==> config.mk <==
export PLATFORM = sky130hd
export DESIGN_NAME = line_buffer
export DESIGN_NICKNAME = d
export VERILOG_FILES = /design/src/hdl/conv_pkg.sv /design/src/hdl/line_buffer.sv
export SDC_FILE = /design/constraint.sdc
export NUM_CORES = 1
export LEC_CHECK = 0
export ABC_AREA = 1
export BUFFER_PORTS_ARGS = -buffer_cell sky130_fd_sc_hd__buf_2
export CORE_ASPECT_RATIO = 0.8
export CORE_MARGIN = 2
export CORE_UTILIZATION = 64
export DETAILED_ROUTE_END_ITERATION = 8
export PLACE_DENSITY = 0.84
export SLEW_MARGIN = 40
export SYNTH_ARGS = -nofsm -noshare
export SYNTH_HDL_FRONTEND = slang
export SYNTH_SLANG_ARGS = --single-unit
export TNS_END_PERCENT = 20
==> constraint.sdc <==
create_clock -name clk -period 6.64 [get_ports clk]
set_input_delay 0.332 -clock clk [delete_from_list [all_inputs] [get_ports clk]]
set_output_delay 0.332 -clock clk [all_outputs]
set_load 0.05 [all_outputs]
==> src/hdl/conv_pkg.sv <==
// Convolution engine constants
`default_nettype none

package conv_pkg;

    // Data widths
    localparam int PIX_W  = 16;
    localparam int COEF_W = 16;
    localparam int ACC_W  = 48;

    // Frame geometry
    localparam int IMG_SIZE = 8;
    localparam int CNT_W    = 3;

    // Nine coefficients then the bias word
    localparam int N_KWORDS = 10;

    // Valid positions only, no padding
    localparam int OUT_PER_FRAME = (IMG_SIZE - 2) * (IMG_SIZE - 2);

    // Window strobe to result, in cycles
    localparam int MAC_LAT = 3;

    // Result FIFO sizing
    localparam int FIFO_DEPTH = 8;
    // Level must reach FIFO_DEPTH itself
    localparam int LVL_W      = 4;

endpackage

`default_nettype wire

==> src/hdl/line_buffer.sv <==
// One-row pixel delay line
`timescale 1ns/1ps
`default_nettype none

module line_buffer (
    input  logic                         clk,
    // Write strobe, one per accepted pixel
    input  logic                         pix_acc,
    // Column address shared with the counters
    input  logic [conv_pkg::CNT_W-1:0]   col,
    input  logic [conv_pkg::PIX_W-1:0]   din,
    output logic [conv_pkg::PIX_W-1:0]   dout
);

    // One entry per column
    logic [conv_pkg::PIX_W-1:0] mem [conv_pkg::IMG_SIZE];

    // Old entry visible before the overwrite
    assign dout = mem[col];

    // Same column from one row back is replaced
    always_ff @(posedge clk) begin
        if (pix_acc) begin
            mem[col] <= din;
        end
    end

endmodule

`default_nettype wire

==> qor.csv <==
stage,metric,value,unit
status,status,"finished, final reports clean",
drt,Pre-Repair DR Iteration Count,5,
clock_network,clock root cell,clkbuf_8,
cells_and_area,synth-to-layout area growth,14.3,%
global_route,global-route wire length before repair,18.5,mm
sta,TNS Setup,0,ns
global_route,"Remaining Overflow, GRT",0,
placed_design,Placer Congestion,0.803,
sta,unrepaired setup endpoints after global routing,no,
synthesis,mean post-synth cell area,10.2,um^2
synthesis,Syn. warnings,0,
placed_design,Final HPWL DP,6.55,mm
floorplan,DIE HEIGHT,86.5,um
drt,Detailed Route WL,11.8,mm
global_route,initial antenna violation count,0,
synthesis,synth unique cells,13,
sta,Finish-stage setup viols,0,
sta,Worst Tran Pin Value,0.737,ns
sta,fin crit share,37.1,%
sta,worst setup margin,4.18,ns
drt,1st-iter DRT viols,391,
global_route,GRT Max-Usage Layer,met2,
cells_and_area,layout cells sized above 1,13.4,%
power_and_ir_drop,PwrDens,296,nW/um^2
synthesis,syn nets,553,
clock_network,clk buf depth,2,
synthesis,Syn Std Cell Area,5440,um^2
clock_network,TritonCTS Buffers,17,
clock_network,"Gates resized, CTS repair",0,
floorplan,num rows,30,
global_route,GR Util met2,43.6,%
sta,Max Freq,406,MHz
power_and_ir_drop,NetSw,0.444,mW
power_and_ir_drop,Reg power frac,50.2,%
power_and_ir_drop,worst vdd ir,0.000186,V
clock_network,H-tree levels,4,
drt,via density per instance,5.33,
floorplan,core area,8370,um^2
cells_and_area,top flop regs,mem (128),
cells_and_area,NumNets Final,597,
clock_network,Post-CTS Hold Fix Bufs,0,
sta,Hold Fails Final Rpt,0,
sta,max-slew violation count,0,
power_and_ir_drop,Switching Share,24.1,%
critical_path,CP required,6.31,ns
job,max-cap violation count,0,
placed_design,I/O Buffers,36,
global_route,vias in the first global route,3659,
clock_network,CTS sink cnt,128,
sta,Tmin final,2.46,ns
critical_path,crit path DAT,2.13,ns
clock_network,Clock Pin Slew Worst Setup and Hold Paths,0.06,ns
cells_and_area,largest reg by FF count,mem,
critical_path,CP Capture Type,primary output,
drt,DRC errors left,0,
synthesis,Post-Syn Instances,532,
power_and_ir_drop,leakage power total,2.80,nW
placed_design,pre-CTS setup slack,3.81,ns
drt,DRT antenna net count,0,
clock_network,Post-CTS Setup Inserts,0,
global_route,met3 usage,6.77,%
cells_and_area,Final Non-Filler Cells,700,
drt,wire per inst,16.9,um
global_route,GR Util met1,36.6,%
power_and_ir_drop,Internal,1.40,mW
global_route,pin count of the biggest net entering global routing,67,
floorplan,die outline width,107,um
clock_network,CTS tree,done,
worst_hold_path,worst hold path class,in2reg,
cells_and_area,"most common cell after layout, fill and taps aside",nand2_1,
critical_path,CP Class,in2out,
floorplan,IO Pins,37,
critical_path,CP Launch Type,input pin,
power_and_ir_drop,Clock power frac,41.4,%
floorplan,initial core utilization,65.0,%
floorplan,die footprint,9260,um^2
cells_and_area,n_diodes,0,
synthesis,Seq cells post-synth,128,
power_and_ir_drop,Comb pwr share,8.5,%
cells_and_area,max reg flops,128,
sta,Slew HR,50.6,%
critical_path,Critical Path Fanout Max,66,
global_route,GR Util All Layers,27.7,%
placed_design,Placed Instances,669,
drt,total number of vias,3734,
synthesis,post-synthesis sequential area ratio,70.6,%
cells_and_area,"commonest non-fill, non-tap cells in the layout","nand2_1, edfxtp_1, inv_1",
[worst paths after layout]
| kind | end | startpoint | cells after the start | slack (ns) |
|---|---|---|---|---|
| worst min-delay path | mem[5][15]$_DFFE_PP_ | din[15] | 1 | 0.08 |
| worst max-delay path | dout[9] | col[0] | 9 | 4.18 |
[worst max-delay path, cell delays in order]
cell and delay [ns]:
buf_2 0.08, buf_4 0.53, inv_4 0.43, nand2_1 0.16, nand3_1 0.09, nand2_1 0.10, inv_1 0.04, nand2_1 0.08
buf_2 0.27
[cells in the mapped netlist]
cell type / instances / share of area [%]
nand2_1: 265 / 18
buf_4: 3 / 0.41
inv_1: 75 / 5.2
edfxtp_1: 128 / 71
nor3_1: 2 / 0.18
nor2_4: 1 / 0.21
clkbuf_1: 2 / 0.14
buf_6: 1 / 0.21
nand3_1: 30 / 2.8
inv_2: 5 / 0.34
buf_1: 2 / 0.14
nor2_1: 6 / 0.41
buf_2: 12 / 1.1
[metal layers]
layer  routed length [um]  vias to the layer above  part of all wire (%)
met5                    0                        -                     0
met4                  279                        0                   2.4
met3                 1140                       25                   9.7
met2                 5580                      190                    47
met1                 4810                     1758                    41
li1                     -                     1761                     -
[power groups by stage]
stage	clock network (mW)	logic, mW	registers [mW]
final	0.762	0.156	0.924
after detailed placement	0	0.153	0.940
after CTS	0.760	0.155	0.924
after floorplan	0	0.106	0.939
after global placement	0	0.148	0.939
after global routing	0.795	0.171	0.926
[kinds of logic (layout without fill, tap and decap cells)]
group | Yosys count | count (layout) | share of synthesized area, %
flip-flops | 128 | 128 | 70.6
AND/OR/NAND/NOR | 304 | 304 | 21.8
buffers and inverters | 100 | 156 | 7.52
[area by class of cell]
cell class | instances | area (um^2)
Clock buffer | 21 | 429
Clock inverter | 10 | 47.5
Fill cell | 527 | 2150
Inverter | 80 | 303
Multi-Input combinational cell | 304 | 1210
Sequential cell | 128 | 3840
Tap cell | 112 | 140
Timing Repair Buffer | 45 | 248
[through the flow]
step	area, um^2	util, %	total power [mW]	hold WS (ns)
floorplan	5440	-	1.04	0.431
global placement	5730	68.5	1.09	0.597
detailed placement	5740	68.6	1.09	0.610
CTS	6210	74.2	1.84	0.0706
global route	6220	74.3	1.89	0.0940
finish	6220	74.3	1.84	0.0786
Note: power is estimated with default switching activity, not from simulation.
