$ cat src/hdl/conv_pkg.sv
// Convolution engine constants
`default_nettype none

package conv_pkg;

    // Data widths
    localparam int PIX_W  = 16;
    localparam int COEF_W = 16;
    localparam int ACC_W  = 48;

    // Frame geometry
    localparam int IMG_SIZE = 8;
    localparam int CNT_W    = 3;

    // Nine coefficients then the bias word
    localparam int N_KWORDS = 10;

    // Valid positions only, no padding
    localparam int OUT_PER_FRAME = (IMG_SIZE - 2) * (IMG_SIZE - 2);

    // Window strobe to result, in cycles
    localparam int MAC_LAT = 3;

    // Result FIFO sizing
    localparam int FIFO_DEPTH = 8;
    // Level must reach FIFO_DEPTH itself
    localparam int LVL_W      = 4;

endpackage

`default_nettype wire

$ cat src/hdl/window_3x3.sv
// 3x3 pixel window register
`timescale 1ns/1ps
`default_nettype none

module window_3x3 (
    input  logic                           clk,
    input  logic                           arst_n,
    // Shift strobe
    input  logic                           pix_acc,
    // Newest column, one pixel per row
    input  logic [conv_pkg::PIX_W-1:0]     row_n,
    input  logic [conv_pkg::PIX_W-1:0]     row_n_1,
    input  logic [conv_pkg::PIX_W-1:0]     row_n_2,
    // w00 in the top bits, w22 in the bottom bits
    output logic [9*conv_pkg::PIX_W-1:0]   win
);

    // w[r][c], row 0 is the oldest row, col 2 the newest column
    logic [conv_pkg::PIX_W-1:0] w [3][3];
    logic [conv_pkg::PIX_W-1:0] col_in [3];

    // Oldest row on top
    assign col_in[0] = row_n_2;
    assign col_in[1] = row_n_1;
    assign col_in[2] = row_n;

    always_ff @(posedge clk or negedge arst_n) begin
        if (!arst_n) begin
            for (int r = 0; r < 3; r++) begin
                for (int c = 0; c < 3; c++) begin
                    w[r][c] <= '0;
                end
            end
        end else if (pix_acc) begin
            // Shift left and load the right column
            for (int r = 0; r < 3; r++) begin
                w[r][0] <= w[r][1];
                w[r][1] <= w[r][2];
                w[r][2] <= col_in[r];
            end
        end
    end

    // Row-major flatten
    for (genvar r = 0; r < 3; r++) begin : g_row
        for (genvar c = 0; c < 3; c++) begin : g_col
            assign win[(8 - (r * 3 + c)) * conv_pkg::PIX_W +: conv_pkg::PIX_W] = w[r][c];
        end
    end

endmodule

`default_nettype wire

$ cat config.mk
export PLATFORM = sky130hd
export DESIGN_NAME = window_3x3
export DESIGN_NICKNAME = d
export VERILOG_FILES = /design/src/hdl/conv_pkg.sv /design/src/hdl/window_3x3.sv
export SDC_FILE = /design/constraint.sdc
export NUM_CORES = 1
export LEC_CHECK = 0
export ABC_AREA = 1
export BUFFER_PORTS_ARGS = -buffer_cell sky130_fd_sc_hd__buf_2
export CORE_MARGIN = 4
export CORE_UTILIZATION = 51
export DETAILED_ROUTE_END_ITERATION = 6
export PLACE_DENSITY_LB_ADDON = 0.15
export SKIP_LAST_GASP = 1
export SLEW_MARGIN = 10
export SYNTH_ARGS = -nofsm -noshare
export SYNTH_HDL_FRONTEND = slang
export SYNTH_SLANG_ARGS = --single-unit
export TNS_END_PERCENT = 20
$ cat constraint.sdc
create_clock -name clk -period 1.8 [get_ports clk]
set_input_delay 0.27 -clock clk [delete_from_list [all_inputs] [get_ports clk]]
set_output_delay 0.27 -clock clk [all_outputs]
set_load 0.01 [all_outputs]
==> run_results.csv <==
group,metric,value,unit
run_status,run_status,"finished, final reports clean",
sta,max_slew_margin,61.5,%
sta,fin_crit,1.36,ns
final_layout,final_common_cell,"nand2_1",
worst_hold_path,hold_depth,4,
final_layout,design_area,0.00759,sq mm
sta,maxSlewViolCount,0,
clock_network,root_buffer,"clkbuf_8",
die,std_cell_rows,37,
drt,vias,4695,
grt,grt_overflow_total,0,
grt,antenna_found_initial,1,
placed_design,dp_hpwl,8450,microns
clock_network,clkSlewWorstSetupHoldPaths,0.06,ns
critical_path,endpoint_kind,"primary output",
die,die_w,111,microns
sta,rsz0062_at_grt,"false",
placed_design,io_buffers,194,
die,chipHeight,111,microns
placed_design,placed_area,0.00651,sq mm
grt,first_global_vias,4663,
critical_path,critical_path.slowest_cell,"dfrtp_1",
drt,drtAntennaViolNets,0,
sta,fin_crit_sh,75.4,%
critical_path,critPathTopFamily,"flip-flops",
final_layout,largest_reg_flops,144,
yosys,netlist_instances,608,
final_layout,layout.nets,897,
critical_path,worstPathRequired,1.53,ns
drt,routedWlPerCell,14.0,microns
grt,grt_pass1_wl,23400,microns
pwr,power_density,1120,mW/mm^2
worst_hold_path,hold_start,"pix_acc",
drt,wirelength,13900,microns
die,die_area,0.0124,sq mm
yosys,ys_types,6,
pwr,power_leakage,4.43,nW
yosys,yosysWarnings,0,
yosys,syn_area_per_cell,8.95,sq um
drt,viasPerCell,4.72,
critical_path,path_class,"reg -> out",
final_layout,multi_input_area,0.00162,sq mm
sta,whs,0.237,ns
clock_network,cts_tree,"yes",
critical_path,cp_num_cells,1,
placed_design,place.gp.congestion,0.790,
sta,fmax,737,MHz
sta,clock-skew-final,0.00646,ns
critical_path,cp_max_fo,3,
clock_network,ctsHoldBuffers,49,
critical_path,crit_chain,"buf_2",
clock_network,post_cts_buffers,0,
yosys,yosys.area.top_type,"dfrtp_1",
job,maxCapViolations,0,
critical_path,max_stage_delay,0.41,ns
worst_hold_path,hold-path-endpoint,"win[113]",
final_layout,final_cell_mix,"nand2_1 (432), buf_2 (192), dfrtp_1 (144)",
critical_path,reg2reg_to,"win[101]",
yosys,synth.net_count,659,
sta,tightest_slew,0.577,ns
yosys,yosysSeqAreaShare,66.3,%
yosys,syn_area,0.00544,sq mm
final_layout,area_growth,39.5,%
sta,final_hold_viol_count,0,
yosys,ys_ff_latch,144,
drt,dr.pass1.iters,4,
grt,grt_max_degree,145,
critical_path,reg2regPathDepth,2,
final_layout,regArea,0.00360,sq mm
critical_path,regToRegSetupSlack,1.07,ns
critical_path,crit_arrival,1.09,ns
critical_path,critical_path.startpoint,"win[101]",
drt,drcViolationCount,0,
clock_network,numCtsBuffers,17,
pwr,irDropWorstVdd,0.578,mV
critical_path,crit-reg2reg-launch,"win[101]",
die,start_util,52.4,%
clock_network,cts_sinks,144,
final_layout,fillCellCount,777,
sta,tns,0,ns
worst_hold_path,hold_class,"in -> reg",
clock_network,cts_max_path_buffers,2,
clock_network,h-tree-depth,4,
critical_path,start_kind,"register",
yosys,synth_top_area_share,66.3,%
grt,grt_usage,23.4,%
die,ios,195,
critical_path,path_buf_inv,1,
final_layout,drive_gt1_share,27.0,%
yosys,ys_top_cells_by_area,"dfrtp_1 (66%), nand2_1 (30%), buf_2 (2.0%)",
die,coreArea,0.0104,sq mm
sta,final-setup-viol-count,0,
clock_network,cts_resized,0,
clock_network,worstSkewPairLatency,0.51,ns
drt,drt_iter0_drc,371,
-- layer usage --
layer	vias up	part of all wire [%]	track usage [%]
met5	-	0	0
met4	0	2.1	9.00
met3	24	6.3	5.79
met2	164	51	38.2
met1	2200	40	30.2
li1	2307	-	-
-- kinds of logic after synthesis --
group	share of synthesized area [%]
AND/OR/NAND/NOR	29.8
flip-flops	66.3
buffers and inverters	3.93
-- final cells by class --
class / count / share of cell area [%]
timing repair buffer: 250 / 21.1
tap: 136 / 2.24
multi-input combinational: 432 / 21.4
clock inverter: 11 / 1.83
inverter: 1 / 0.0825
antenna: 1 / 0.0330
sequential: 144 / 47.5
clock buffer: 20 / 5.87
-- power by group --
| part | switching (mW) | internal [mW] | total [mW] |
|---|---|---|---|
| Sequential | 0.250 | 3.59 | 3.84 |
| Combinational | 0.716 | 0.524 | 1.24 |
| Clock | 1.28 | 2.16 | 3.45 |
-- synth_stat cells (all sizes together) --
cell   instances
dfrtp        144
nand2        432
buf           31
inv            1
-- stage by stage --
| step | setup WS, ns | power, mW | util [%] | cells |
|---|---|---|---|---|
| final | 0.443 | 8.53 | 73.2 | 995 |
| after global routing | 0.394 | 8.94 | 73.2 | 995 |
| after global placement | 0.502 | 5.01 | 62.8 | 914 |
| after CTS | 0.428 | 8.60 | 73.1 | 994 |
| after detailed placement | 0.487 | 5.05 | 62.8 | 914 |
| after floorplan | 0.883 | 4.43 | - | 608 |
-- worst max-delay path by stage --
stage / end / slack, ns
2_1_floorplan: win[0] / 0.88
3_3_place_gp: win[47] / 0.50
3_5_place_dp: win[11] / 0.49
4_1_cts: win[120] / 0.43
5_1_grt: win[101] / 0.39
6_report: win[101] / 0.44
Power figures use the tool's default switching activity.
