## src/hdl/conv_pkg.sv

```systemverilog
// Convolution engine constants
`default_nettype none

package conv_pkg;

    // Data widths
    localparam int PIX_W  = 16;
    localparam int COEF_W = 16;
    localparam int ACC_W  = 48;

    // Frame geometry
    localparam int IMG_SIZE = 8;
    localparam int CNT_W    = 3;

    // Nine coefficients then the bias word
    localparam int N_KWORDS = 10;

    // Valid positions only, no padding
    localparam int OUT_PER_FRAME = (IMG_SIZE - 2) * (IMG_SIZE - 2);

    // Window strobe to result, in cycles
    localparam int MAC_LAT = 3;

    // Result FIFO sizing
    localparam int FIFO_DEPTH = 8;
    // Level must reach FIFO_DEPTH itself
    localparam int LVL_W      = 4;

endpackage

`default_nettype wire

```

## src/hdl/conv_ctrl.sv

```systemverilog
// Convolution control unit
`timescale 1ns/1ps
`default_nettype none

module conv_ctrl (
    input  logic                         clk,
    input  logic                         arst_n,
    // Kernel stream handshake
    input  logic                         k_tvalid,
    output logic                         k_tready,
    // Pixel stream handshake
    input  logic                         s_tvalid,
    input  logic                         s_tlast,
    output logic                         s_tready,
    // Result FIFO occupancy
    input  logic [conv_pkg::LVL_W-1:0]   level,
    // Datapath controls
    output logic                         coef_wr,
    output logic                         pix_acc,
    output logic [conv_pkg::CNT_W-1:0]   col,
    output logic                         win_valid,
    output logic                         win_last
);

    // Low while loading the kernel
    logic                                  run;
    logic [$clog2(conv_pkg::N_KWORDS)-1:0] kcnt;
    logic [conv_pkg::CNT_W-1:0]            row;
    // Mirror of the MAC valid stages
    logic [conv_pkg::MAC_LAT-1:0]          flight;
    logic [conv_pkg::LVL_W:0]              inflight;
    logic [conv_pkg::LVL_W:0]              credit;
    logic                                  last_pos;
    logic                                  col_end;
    logic                                  win_pos;

    // Kernel load handshake
    assign k_tready = !run;
    assign coef_wr  = k_tvalid && k_tready;

    always_ff @(posedge clk or negedge arst_n) begin
        if (!arst_n) begin
            run  <= 1'b0;
            kcnt <= '0;
        end else if (coef_wr) begin
            // Tenth word is the bias
            if (kcnt == ($clog2(conv_pkg::N_KWORDS))'(conv_pkg::N_KWORDS - 1)) begin
                run <= 1'b1;
            end
            kcnt <= kcnt + 1'b1;
        end
    end

    // Results that will land in the FIFO but are not yet counted
    always_comb begin
        inflight = {{conv_pkg::LVL_W{1'b0}}, win_valid};
        for (int i = 0; i < conv_pkg::MAC_LAT; i++) begin
            inflight = inflight + {{conv_pkg::LVL_W{1'b0}}, flight[i]};
        end
    end

    assign credit = {1'b0, level} + inflight;

    // Accept only if one more result still fits
    assign s_tready = run && (credit < (conv_pkg::LVL_W + 1)'(conv_pkg::FIFO_DEPTH));
    assign pix_acc  = s_tvalid && s_tready;

    // Position decode
    assign col_end  = (col == (conv_pkg::CNT_W)'(conv_pkg::IMG_SIZE - 1));
    assign last_pos = col_end && (row == (conv_pkg::CNT_W)'(conv_pkg::IMG_SIZE - 1));
    assign win_pos  = (row >= (conv_pkg::CNT_W)'(2)) && (col >= (conv_pkg::CNT_W)'(2));

    // Raster counters
    always_ff @(posedge clk or negedge arst_n) begin
        if (!arst_n) begin
            row <= '0;
            col <= '0;
        end else if (pix_acc) begin
            if (s_tlast || last_pos) begin
                // Frame end, or realign on an early s_tlast
                row <= '0;
                col <= '0;
            end else if (col_end) begin
                col <= '0;
                row <= row + 1'b1;
            end else begin
                col <= col + 1'b1;
            end
        end
    end

    // Window strobe one cycle after the pixel
    always_ff @(posedge clk or negedge arst_n) begin
        if (!arst_n) begin
            win_valid <= 1'b0;
            win_last  <= 1'b0;
            flight    <= '0;
        end else begin
            win_valid <= pix_acc && win_pos;
            win_last  <= pix_acc && last_pos;
            flight    <= {flight[conv_pkg::MAC_LAT-2:0], win_valid};
        end
    end

endmodule

`default_nettype wire

```

## config.mk

```make
export PLATFORM = sky130hd
export DESIGN_NAME = conv_ctrl
export DESIGN_NICKNAME = d
export VERILOG_FILES = /design/src/hdl/conv_pkg.sv /design/src/hdl/conv_ctrl.sv
export SDC_FILE = /design/constraint.sdc
export NUM_CORES = 1
export LEC_CHECK = 0
export ABC_AREA = 0
export BUFFER_PORTS_ARGS = -buffer_cell sky130_fd_sc_hd__buf_2
export CORE_MARGIN = 3
export CORE_UTILIZATION = 55
export CTS_BUF_LIST = sky130_fd_sc_hd__clkbuf_4 sky130_fd_sc_hd__clkbuf_8
export DETAILED_ROUTE_END_ITERATION = 7
export PLACE_DENSITY = 0.84
export SYNTH_ARGS = -nofsm -noshare
export SYNTH_HDL_FRONTEND = slang
export SYNTH_SLANG_ARGS = --single-unit
```

## constraint.sdc

```tcl
create_clock -name clk -period 3.9 [get_ports clk]
set_input_delay 0.195 -clock clk [delete_from_list [all_inputs] [get_ports clk]]
set_output_delay 0.195 -clock clk [all_outputs]
set_load 0.01 [all_outputs]
```

==> results.toml <==
[run_status]
outcome = "finished, final reports clean"

[cells_and_area]
drive_gt1_share_pct = 28.6
area_growth_pct = 18.6
antenna_cells_inserted = 0
final_util_pct = 71.8
fin_nets = 110

[logic_synthesis]
ys_warn_count = 0
synth_cells = 69
yosys_register_bits = 16
synthesis.nets = 87
synthDistinctLibCells = 25
yosysSeqAreaShare_pct = 49.6
avgSynthCellArea_um2 = 11.7
synthesis.area_um2 = 807

[global_routing]
grt_pass1_wl_mm = 2.50
antenna_found_initial = 0
grt_start_max_net_pins = 17
grt_usage_pct = 17.9
grt_pass1_vias = 581
overflow = 0

[power]
ir_drop_v = 0.000308
p_leak_nw = 0.543
power_density_nw_per_um2 = 472
power_mw = 0.452

[timing]
slew_violations = 0
min_period_over_period_pct = 59.3
worst_slew_pin_slew_ns = 0.336
tns_ns = 0
hold_slack_ns = 0.166
setup_viol = 0
finalWorstSetupSlack_ns = 1.59
finClkSkew_ns = 0.00660
fin_crit_ns = 2.31
rsz0062_at_grt = "false"
finalHoldViolCount = 0
max_slew_margin_pct = 77.6
timing.fmax_mhz = 433

[cts]
cts_buffer_depth = 2
clk_pin_slew_ns = 0.10
cts_resized = 0
cts.sinks = 16
cts_tree = "done"
htree_levels = 1
cts-root-buf = "clkbuf_4"
clk-insertion-delay-late_ns = 0.28
cts_buffers = 3

[setup_path]
critical_path.slowest_cell = "fa_1"
cp-end-kind = "output pin"
worstPathCellList = "fa_1, ha_1, a211oi_4, nor2_1, nor2_1, buf_2"
crit_path_max_fanout = 3
critPathKind = "register to output pin"
startpoint_type = "register"
crit_required_ns = 3.70
cp_slowest_stage_delay_ns = 0.46
critPathArrivalTime_ns = 2.12
cpMostUsedCell = "nor2_1"

[detailed_routing]
avgViaCountPerCell = 5.22
drtAntennaViolNets = 0
vias = 553
drt-met1-wl_um = 650
wl_met3_um = 87
routed.top_layer = "met4"
drc_errors = 0
dr.pass1.iters = 4
routedWlPerCell_um = 13.6
wl_met2_um = 689
drt_iter0_drc = 7
wl_mm = 1.44

[placement]
hpwl_mm = 1.09
place_ws_ns = 1.81
place_congestion = 0.745
io_buffers = 17

[min_path]
hp-class = "input port to register"

[die]
initial_core_util_pct = 60.5
die_y_um = 44.3
die_x_um = 44.3
core_area_um2 = 1330
dieArea_um2 = 1960
io_pins = 18
rows = 13

[flow_run]
drv_cap = 0
==> kinds of logic after synthesis <==
family	after synthesis	synth area share (%)
and+or+nand+nor	20	12.4
adders and majority gates	9	14.9
DFF	16	49.6
muxes	6	8.37
buffers and inverters	8	3.72
AOI/OAI and AO/OA	7	7.75
xor gates and xnor gates	3	3.26
==> worst paths after layout <==
path	startpoint	to	slack, ns	cells after the start
worst max-delay path	win_valid$_DFF_PN0_	s_tready	1.59	6
worst min-delay path	s_tvalid	win_last$_DFF_PN0_	0.17	3
worst max register to register	win_valid$_DFF_PN0_	row[0]$_DFFE_PN0P_	1.81	5
worst min register to register	flight[1]$_DFF_PN0_	flight[2]$_DFF_PN0_	0.42	0
max in group asynchronous	arst_n	row[0]$_DFFE_PN0P_	3.31	2
min in group asynchronous	arst_n	col[1]$_DFFE_PN0P_	0.34	2
==> area by class of cell <==
class | count | area, um^2
Clock buffer | 4 | 36.3
Multi-Input combinational cell | 45 | 377
Fill cell | 87 | 377
Tap cell | 15 | 18.8
Inverter | 8 | 30.0
Timing Repair Buffer | 18 | 95.1
Sequential cell | 16 | 400
==> metal layers <==
layer  track usage (%)  up-vias
li1                  -      275
met1              22.8      260
met2              30.2       16
met3              4.07        2
met4              5.42        0
met5                 0        -
==> metrics by stage <==
stage / cell area, um^2 / cells
6_report: 957 / 106
3_5_place_dp: 911 / 101
3_3_place_gp: 911 / 101
5_1_grt: 957 / 106
2_1_floorplan: 807 / 69
4_1_cts: 957 / 106
==> registers in the layout, summed over array words and instances (netlist names) <==
signal,cells
kcnt,4
col,3
flight,3
row,3
run,1
win_last,1
win_valid,1
==> worst max-delay path: cells and delay by family, from the launching register on <==
kind	cells	cell delay [ns]
AOI/OAI and AO/OA	1	0.29
adders and majority gates	2	0.77
buffers and inverters	1	0.14
DFF	1	0.41
and+or+nand+nor	2	0.22
==> cells in the mapped netlist (all sizes together) <==
| cell | instances | share of area, % |
|---|---|---|
| dfrtp | 16 | 50 |
| ha | 8 | 12 |
| inv | 8 | 3.7 |
| nand2 | 6 | 2.8 |
| nor2 | 5 | 2.3 |
| mux2 | 3 | 4.7 |
| mux2i | 3 | 3.7 |
| o21ai | 3 | 2.3 |
| xnor2 | 3 | 3.3 |
| nand2b | 2 | 1.6 |
| a211oi | 1 | 2.5 |
| a21oi | 1 | 0.62 |
| and3b | 1 | 1.1 |
| fa | 1 | 2.5 |
| nand3 | 1 | 0.62 |
| nand4 | 1 | 0.78 |
| nand4b | 1 | 1.1 |
| nor2b | 1 | 0.78 |
| nor3 | 1 | 0.62 |
| o211ai | 1 | 1.6 |
| o22ai | 1 | 0.78 |
| or2 | 1 | 0.78 |
==> power breakdown <==
group	total [mW]	switching, mW	internal [mW]	leakage (nW)
registers	0.225	0.0294	0.196	0.207
clock network	0.108	0.0510	0.0568	0.0210
logic	0.119	0.0610	0.0581	0.315
total	0.452	0.141	0.311	0.543
==> repair_timing <==
action / 4_1_cts / 5_1_grt
hold buffers: 1 / 0
setup buffers: 0 / 0
hold endpoints to repair: 16 / 0
==> placed cells by master, fill, tap and decap left out, types with 2 or more instances in the layout <==
master and n:
buf_2 17, mux2_1 2, clkbuf_4 3, nand2_1 6, mux2i_1 3, nor2_1 5
ha_1 8, xnor2_1 3, nand2b_1 2, dfrtp_1 16, inv_1 8
Power figures use the tool's default switching activity.
