`src/hdl/conv_pkg.sv`:
```
// Convolution engine constants
`default_nettype none

package conv_pkg;

    // Data widths
    localparam int PIX_W  = 16;
    localparam int COEF_W = 16;
    localparam int ACC_W  = 48;

    // Frame geometry
    localparam int IMG_SIZE = 8;
    localparam int CNT_W    = 3;

    // Nine coefficients then the bias word
    localparam int N_KWORDS = 10;

    // Valid positions only, no padding
    localparam int OUT_PER_FRAME = (IMG_SIZE - 2) * (IMG_SIZE - 2);

    // Window strobe to result, in cycles
    localparam int MAC_LAT = 3;

    // Result FIFO sizing
    localparam int FIFO_DEPTH = 8;
    // Level must reach FIFO_DEPTH itself
    localparam int LVL_W      = 4;

endpackage

`default_nettype wire

```
`src/hdl/result_fifo.sv`:
```
// Result FIFO with last flag
`timescale 1ns/1ps
`default_nettype none

module result_fifo #(
    parameter int DEPTH = conv_pkg::FIFO_DEPTH
) (
    input  logic                         clk,
    input  logic                         arst_n,
    // Write side from the MAC
    input  logic                         wr_valid,
    input  logic [conv_pkg::ACC_W-1:0]   wr_data,
    input  logic                         wr_last,
    // Master stream
    input  logic                         m_tready,
    output logic                         m_tvalid,
    output logic [conv_pkg::ACC_W-1:0]   m_tdata,
    output logic                         m_tlast,
    // Occupancy for the credit check
    output logic [conv_pkg::LVL_W-1:0]   level
);

    localparam int PTR_W = (DEPTH > 1) ? $clog2(DEPTH) : 1;

    // Last flag stored above the data
    logic [conv_pkg::ACC_W:0] mem [DEPTH];
    logic [PTR_W-1:0]         wr_ptr;
    logic [PTR_W-1:0]         rd_ptr;
    logic                     wr_en;
    logic                     rd_en;

    assign wr_en    = wr_valid && (level != (conv_pkg::LVL_W)'(DEPTH));
    assign rd_en    = m_tvalid && m_tready;
    // Head entry
    assign m_tvalid = (level != '0);
    assign m_tdata  = mem[rd_ptr][conv_pkg::ACC_W-1:0];
    assign m_tlast  = mem[rd_ptr][conv_pkg::ACC_W];

    always_ff @(posedge clk) begin
        if (wr_en) begin
            mem[wr_ptr] <= {wr_last, wr_data};
        end
    end

    // Pointers wrap at DEPTH
    always_ff @(posedge clk or negedge arst_n) begin
        if (!arst_n) begin
            wr_ptr <= '0;
            rd_ptr <= '0;
            level  <= '0;
        end else begin
            if (wr_en) begin
                wr_ptr <= (wr_ptr == (PTR_W)'(DEPTH - 1)) ? '0 : wr_ptr + 1'b1;
            end
            if (rd_en) begin
                rd_ptr <= (rd_ptr == (PTR_W)'(DEPTH - 1)) ? '0 : rd_ptr + 1'b1;
            end
            // Simultaneous read and write keeps the level
            if (wr_en && !rd_en) begin
                level <= level + 1'b1;
            end else if (rd_en && !wr_en) begin
                level <= level - 1'b1;
            end
        end
    end

endmodule

`default_nettype wire

```
`config.mk`:
```
export PLATFORM = sky130hd
export DESIGN_NAME = result_fifo
export DESIGN_NICKNAME = d
export VERILOG_FILES = /design/src/hdl/conv_pkg.sv /design/src/hdl/result_fifo.sv
export SDC_FILE = /design/constraint.sdc
export NUM_CORES = 1
export LEC_CHECK = 0
export BUFFER_PORTS_ARGS = -buffer_cell sky130_fd_sc_hd__buf_2
export CAP_MARGIN = 20
export CORE_ASPECT_RATIO = 1.2
export CORE_MARGIN = 2
export CORE_UTILIZATION = 54
export CTS_BUF_LIST = sky130_fd_sc_hd__clkbuf_16
export CTS_CLUSTER_DIAMETER = 50
export DETAILED_ROUTE_END_ITERATION = 12
export GPL_ROUTABILITY_DRIVEN = 0
export PLACE_DENSITY = 0.81
export SLEW_MARGIN = 10
export SYNTH_ARGS = -nofsm -noshare
export SYNTH_HDL_FRONTEND = slang
export SYNTH_SLANG_ARGS = --single-unit
```
`constraint.sdc`:
```
create_clock -name clk -period 5.7 [get_ports clk]
set_clock_uncertainty 0.2 [all_clocks]
set_input_delay 0.855 -clock clk [delete_from_list [all_inputs] [get_ports clk]]
set_output_delay 0.855 -clock clk [all_outputs]
set_load 0.05 [all_outputs]
```
==> metrics.cfg, run 1 <==
[grt]
grt_usage = 0.193
grt_pass1_wl_mm = 43.9
grt_pass1_vias = 7333
grt_max_degree = 71
grt_antenna_before_repair = 2
overflow = 0

[drt]
wl_per_cell_um = 24.7
ant_nets = 0
viasPerCell = 5.89
drt_iter0_drc = 466
drtPass1Iterations = 7
drcViolationCount = 0
drt_wl_total_mm = 29.0
vias = 6918

[sta]
report.final.slew_viol_count = 0
rsz0062_at_grt = no
worst_pin_slew_ps = 1120
fin_ws_ps = 1490
min_period_ps = 4210
finalSetupViolCount = 0
hold_viol = 0
max_clock_freq_ghz = 0.238
fin_tns_setup_ps = 0
slew_headroom = 0.252
min_period_over_period = 0.739
whs_ps = 12.1

[critical_path]
arrival_ps = 3150
path_cells = buf_12, mux4_1, mux2_2, buf_2
cp_num_buf_inv = 2
cp-end-kind = output port
crit_fanout = 65
slowest_delay_ps = 1160
r2r_start = level[0]$_DFFE_PN0P_
cp.required_ps = 4640
path_delay_family = flip-flops
cpMaxStageDelayCell = dfrtp_4
start_kind = flop
cp-startpoint = rd_ptr[0]$_DFFE_PN0P_
crit_type = reg -> out

[synthesis]
syn_avg_cell_area_um2 = 24.9
yosysTopAreaCell = edfxtp_1
syn_inst = 634
synth_commonest_cells = edfxtp_1, mux4_1, mux2_2
async_flop_share = 0.0249
yosysSeqAreaShare = 0.762
synthFlopType = edfxtp_1
synth_nets = 695
synth_cell_types = 31
yosysWarnings = 0
netlist_area_mm2 = 0.0158
synth_seq_cells = 402
synth_top_area_frac = 0.746
yosys-top-cells-area = edfxtp_1, mux4_1, mux2_2
synth_edf_count = 392
yosysMostFrequentCell = edfxtp_1

[layout]
n_fill_cell = 1938
nNetsFinal = 823
final_area_mm2 = 0.0179
syn_to_final_growth_pct = 13.7
multi_input_area_mm2 = 0.00360
regArea_mm2 = 0.0120
fin_util = 0.624
drive_above_1_share = 0.306
instances_no_fill = 1174

[power]
peakVddDrop_mv = 0.304
total_power_mw = 9.77
powerDensity_mw_per_mm2 = 545
p_leak_nw = 6.10

[clocking]
cts.repair.resized = 0
postCtsHoldBufs = 0
clock_latency_ps = 510
clock_sinks = 402
htree_levels = 2
postCtsSetupRepairBufs = 0
cts_tree = built
clock-root-buffer = clkbuf_16
cts_inserted_buffers = 37
cts_buffer_depth = 3
cts.clk_slew.worst_paths_ps = 70

[placed_design]
io_buffers = 106
place_ws_ps = 1980
hpwlAfterDp_mm = 15.9
place_area_mm2 = 0.0168
placed_cells = 1108

[die]
coreArea_mm2 = 0.0288
die_w_um = 160
die_area_mm2 = 0.0306
rows = 68
ios = 107
initial_core_util = 0.549
die_height_um = 191

[worst_hold_path]
hp-class = in -> async

[status]
status = complete, no violations

[run]
maxCapViolCount = 0

[layout make-up]
cell class / instances / share of cell area
antenna: 2 / 0.000279
inverter: 3 / 0.000628
tap: 385 / 0.0269
clock inverter: 27 / 0.0127
multi-input combinational: 200 / 0.201
clock buffer: 37 / 0.0516
sequential: 402 / 0.671
timing repair buffer: 118 / 0.0360
[routing by layer]
| layer | wire [um] | vias to the layer above | track usage | part of all wire |
|---|---|---|---|---|
| met5 | 0 | - | 0 | 0 |
| met4 | 515 | 0 | 0.0482 | 0.018 |
| met3 | 1290 | 40 | 0.0295 | 0.044 |
| met2 | 15800 | 183 | 0.356 | 0.55 |
| met1 | 11400 | 3634 | 0.242 | 0.39 |
| li1 | - | 3061 | - | - |
[registers in the layout (all words and copies together), names as in the netlist]
register and cells:
rd_ptr 3, level 4, wr_ptr 3, mem 392
[power by group]
part / internal, mW / switching, mW / leakage (nW)
Sequential: 3.73 / 0.388 / 3.68
Combinational: 1.23 / 2.07 / 1.84
Clock: 1.36 / 0.995 / 0.585
[placed cells by master, fill, tap and decap left out, types with 7 or more instances in the layout]
cell	netlist	routed
edfxtp_1	392	392
buf_2	3	106
mux4_1	97	97
mux2_2	54	54
clkbuf_16	0	37
clkinv_2	0	13
buf_4	0	10
clkinv_1	0	8
ha_1	7	7
dfrtp_1	10	7
[cell families (layout without fill, tap and decap cells)]
kind of cell               after synthesis  count (layout)  synth area share
other                                    0               2                 0
xor gates and xnor gates                 2               2           0.00111
adders and majority gates                8               8           0.00682
and+or+nand+nor                         26              26           0.00857
AOI/OAI and AO/OA                       11              11           0.00619
muxes                                  153             153             0.202
DFF                                    402             402             0.762
buffers and inverters                   32             185            0.0131
[final timing paths]
check                                        end  slack, ps  cells after the start
max in group asynchronous  rd_ptr[1]$_DFFE_PN0P_       5040                      1
setup reg to reg            level[3]$_DFFE_PN0P_       2370                      9
setup / recovery                     m_tdata[45]       1490                      4
min in group clk            mem[1][18]$_DFFE_PP_        410                      1
hold / removal              level[0]$_DFFE_PN0P_         10                      1
hold reg to reg             level[2]$_DFFE_PN0P_        460                      2
(Power assumes the default switching activity.)
==> run 2: changes to the inputs <==
Settings changed: ABC_AREA set to 1, CORE_UTILIZATION 54 to 55, PLACE_DENSITY 0.81 to 0.82.
Clock period 5.7 ns to 3.8 ns, I/O delays scaled along.
==> run 2 against run 1 <==
Against the previous run: area after synthesis up 11%; combinational power increased by 110%; worst setup slack got worse by 1200 ps; clock-buffer cell count unchanged; final cell count is 96% higher; worst hold slack improved by 98 ps; utilization up 0.070 points; first-iteration DRC count rose by 83%; critical path depth up 4; total power up 67%; die area rose by 8.9%; register-to-register slack lost 1400 ps; largest cell class unchanged; highest routed layer is now met5.
==> metrics.cfg, run 2 <==
[status]
status = complete, no violations  ; unchanged

[layout]
regArea_mm2 = 0.0120  ; unchanged
nNetsFinal = 1931  ; was 823
final_cell_mix = nand2_1, nor2_1, edfxtp_1, inv_1, buf_2  ; was edfxtp_1, buf_2, mux4_1, mux2_2, clkbuf_16
largest_reg_flops = 392  ; unchanged
instances_no_fill = 2300  ; was 1,174
fin_util = 0.624  ; about the same
final_area_mm2 = 0.0196  ; was 0.0179 mm2
regMostFlops = mem  ; unchanged
final_common_cell = nand2_1  ; was edfxtp_1
syn_to_final_growth_pct = 11.7  ; was 13.7%
drive_above_1_share = 0.101  ; was 0.306
top_regs = mem x392, level x4  ; unchanged
multi_input_area_mm2 = 0.00425  ; was 0.00360 mm2
n_fill_cell = 2320  ; was 1,938

[synthesis]
syn_avg_cell_area_um2 = 9.85  ; was 24.9 um2
yosys-top-cells-area = edfxtp_1, nand2_1, nor2_1  ; was edfxtp_1, mux4_1, mux2_2
synth-xor-area-share = 0.000999  ; was 0.00111
yosysWarnings = 0  ; unchanged
syn_inst = 1780  ; was 634
yosysTopAreaCell = edfxtp_1  ; unchanged
synth_commonest_cells = nand2_1, nor2_1, edfxtp_1  ; was edfxtp_1, mux4_1, mux2_2
synth_cell_types = 19  ; was 31
async_flop_share = 0.0249  ; unchanged
yosysMostFrequentCell = nand2_1  ; was edfxtp_1
yosysSeqAreaShare = 0.686  ; was 0.762
synth_top_family_by_area = simple AND/OR/NAND/NOR gates  ; was multiplexers
synth_seq_cells = 402  ; unchanged
synth_top_area_frac = 0.672  ; was 0.746
synth_fa_ha_area_frac = 0.00614  ; was 0.00682
synth_mux_area_frac = 0  ; was 0.202
netlist_area_mm2 = 0.0175  ; was 0.0158 mm2
yosys.area_share.simple = 0.232  ; was 0.00857
synth_compound_area_frac = 0.00143  ; was 0.00619
synth_nets = 1841  ; was 695
synth_edf_count = 392  ; unchanged
synthFlopType = edfxtp_1  ; unchanged

[sta]
min_period_over_period = 0.920
hold_viol = 0  ; unchanged
report.final.slew_viol_count = 0  ; unchanged
rsz0062_at_grt = no  ; unchanged
worst_pin_slew_ps = 862  ; was 1120 ps
slew_headroom = 0.425  ; was 0.252
finalSetupViolCount = 0  ; unchanged
max_clock_freq_ghz = 0.286
min_period_ps = 3490
whs_ps = 110  ; was 12.1 ps
fin_tns_setup_ps = 0  ; unchanged

[die]
die_height_um = 200  ; was 191 um
rows = 71  ; was 68
coreArea_mm2 = 0.0314  ; was 0.0288 mm2
die_area_mm2 = 0.0333  ; was 0.0306 mm2
initial_core_util = 0.559  ; was 0.549
die_w_um = 167  ; was 160 um
ios = 107  ; unchanged

[critical_path]
r2r_slack_ps = 1010  ; was 2370 ps
arrival_ps = 2720  ; was 3150 ps
r2r_start = level[0]$_DFFE_PN0P_  ; unchanged
cp.required_ps = 3030  ; was 4640 ps
path_cells = buf_12, nor2_1, nor2_1, nand2_1, nand2_1, nand2_1, nand2_1, buf_2  ; was buf_12, mux4_1, mux2_2, buf_2
crit_fanout = 102  ; was 65
cp-startpoint = rd_ptr[0]$_DFFE_PN0P_  ; unchanged
slowest_delay_ps = 890  ; was 1160 ps
cpMaxStageDelayCell = dfrtp_4  ; unchanged
setup.worst_path.end = m_tdata[47]  ; was m_tdata[45]
start_kind = flop  ; unchanged
rr_worst_depth = 12  ; was 9
r2r-end = level[3]$_DFFE_PN0P_  ; unchanged
cp_common_cell = nand2_1
crit_type = reg -> out  ; unchanged
cp-end-kind = output port  ; unchanged

[drt]
drt_iter0_drc = 851  ; was 466
drt_wl_total_mm = 36.6  ; was 29.0 mm
vias = 11641  ; was 6,918
ant_nets = 0  ; unchanged
viasPerCell = 5.06  ; was 5.89
drtPass1Iterations = 5  ; was 7
wl_per_cell_um = 15.9  ; was 24.7 um
drcViolationCount = 0  ; unchanged

[placed_design]
io_buffers = 106  ; unchanged
place_area_mm2 = 0.0184  ; was 0.0168 mm2
hpwlAfterDp_mm = 19.4  ; was 15.9 mm
placed_cells = 2231  ; was 1,108

[clocking]
cts_inserted_buffers = 37  ; unchanged
htree_levels = 2  ; unchanged
clock-root-buffer = clkbuf_16  ; unchanged
cts_tree = built  ; unchanged
clock_latency_ps = 520  ; was 510 ps
cts_buffer_depth = 3  ; unchanged
clock_sinks = 402  ; unchanged
cts.clk_slew.worst_paths_ps = 60  ; was 70 ps
postCtsSetupRepairBufs = 0  ; unchanged

[grt]
grt_usage = 0.220  ; was 0.193
grt_max_degree = 103  ; was 71
overflow = 0  ; unchanged
grt_pass1_vias = 11500  ; was 7,333
grt_antenna_before_repair = 8  ; was 2
grt_pass1_wl_mm = 57.3  ; was 43.9 mm

[run]
maxCapViolCount = 0  ; unchanged

[power]
powerDensity_mw_per_mm2 = 835  ; was 545 mW/mm2
p_leak_nw = 8.54  ; was 6.10 nW
peakVddDrop_mv = 0.607  ; was 0.304 mV

[worst_hold_path]
hp-class = in -> reg  ; was in -> async

run 2: critical path: cells and delay by family (launching register included):
family | cells | cell delay (ps)
and+or+nand+nor | 6 | 540
DFF | 1 | 890
buffers and inverters | 2 | 710
run 2: worst min-delay path by stage:
stage,startpoint,to,depth (start not counted)
6_report,m_tready,rd_ptr[2]$_DFFE_PN0P_,3
5_1_grt,wr_data[38],mem[2][38]$_DFFE_PP_,1
4_1_cts,m_tready,rd_ptr[2]$_DFFE_PN0P_,3
3_5_place_dp,arst_n,level[1]$_DFFE_PN0P_,1
3_3_place_gp,arst_n,level[1]$_DFFE_PN0P_,1
2_1_floorplan,arst_n,level[0]$_DFFE_PN0P_,0
run 2: kinds of logic after synthesis:
family | Yosys count
DFF | 402
AOI/OAI and AO/OA | 5
buffers and inverters | 286
adders and majority gates | 8
xor gates and xnor gates | 2
and+or+nand+nor | 1077
run 2: cell type report:
class | count | area share
tap | 401 | 0.0256
multi-input combinational | 1092 | 0.217
sequential | 402 | 0.615
antenna | 5 | 0.000639
timing repair buffer | 128 | 0.0421
inverter | 209 | 0.0401
clock inverter | 26 | 0.0125
clock buffer | 37 | 0.0473
run 2: timing repair:
item | 4_1_cts | 5_1_grt
endpoints found under the setup margin | 0 | 0
resized for setup | 0 | 0
hold endpoints to repair | 10 | 0
hold buffers | 1 | 0
run 2: metal layers:
layer	global-route usage	part of all wire	vias up	wire length, um
met5	0	0.0014	-	51
met4	0.0913	0.026	8	937
met3	0.0479	0.068	89	2500
met2	0.392	0.51	370	18600
met1	0.260	0.40	5467	14500
li1	-	-	5707	-
run 2: metrics by stage:
stage	worst slack, ps	total power [mW]
floorplan	-1430	11.3
global placement	908	12.5
detailed placement	838	12.8
CTS	280	16.4
global route	113	17.3
finish	306	16.3
run 2: where the power goes:
group,switching (mW),leakage (nW),internal (mW)
sequential,0.285,3.68,5.54
clock,1.50,0.586,2.10
combinational,5.20,4.27,1.71
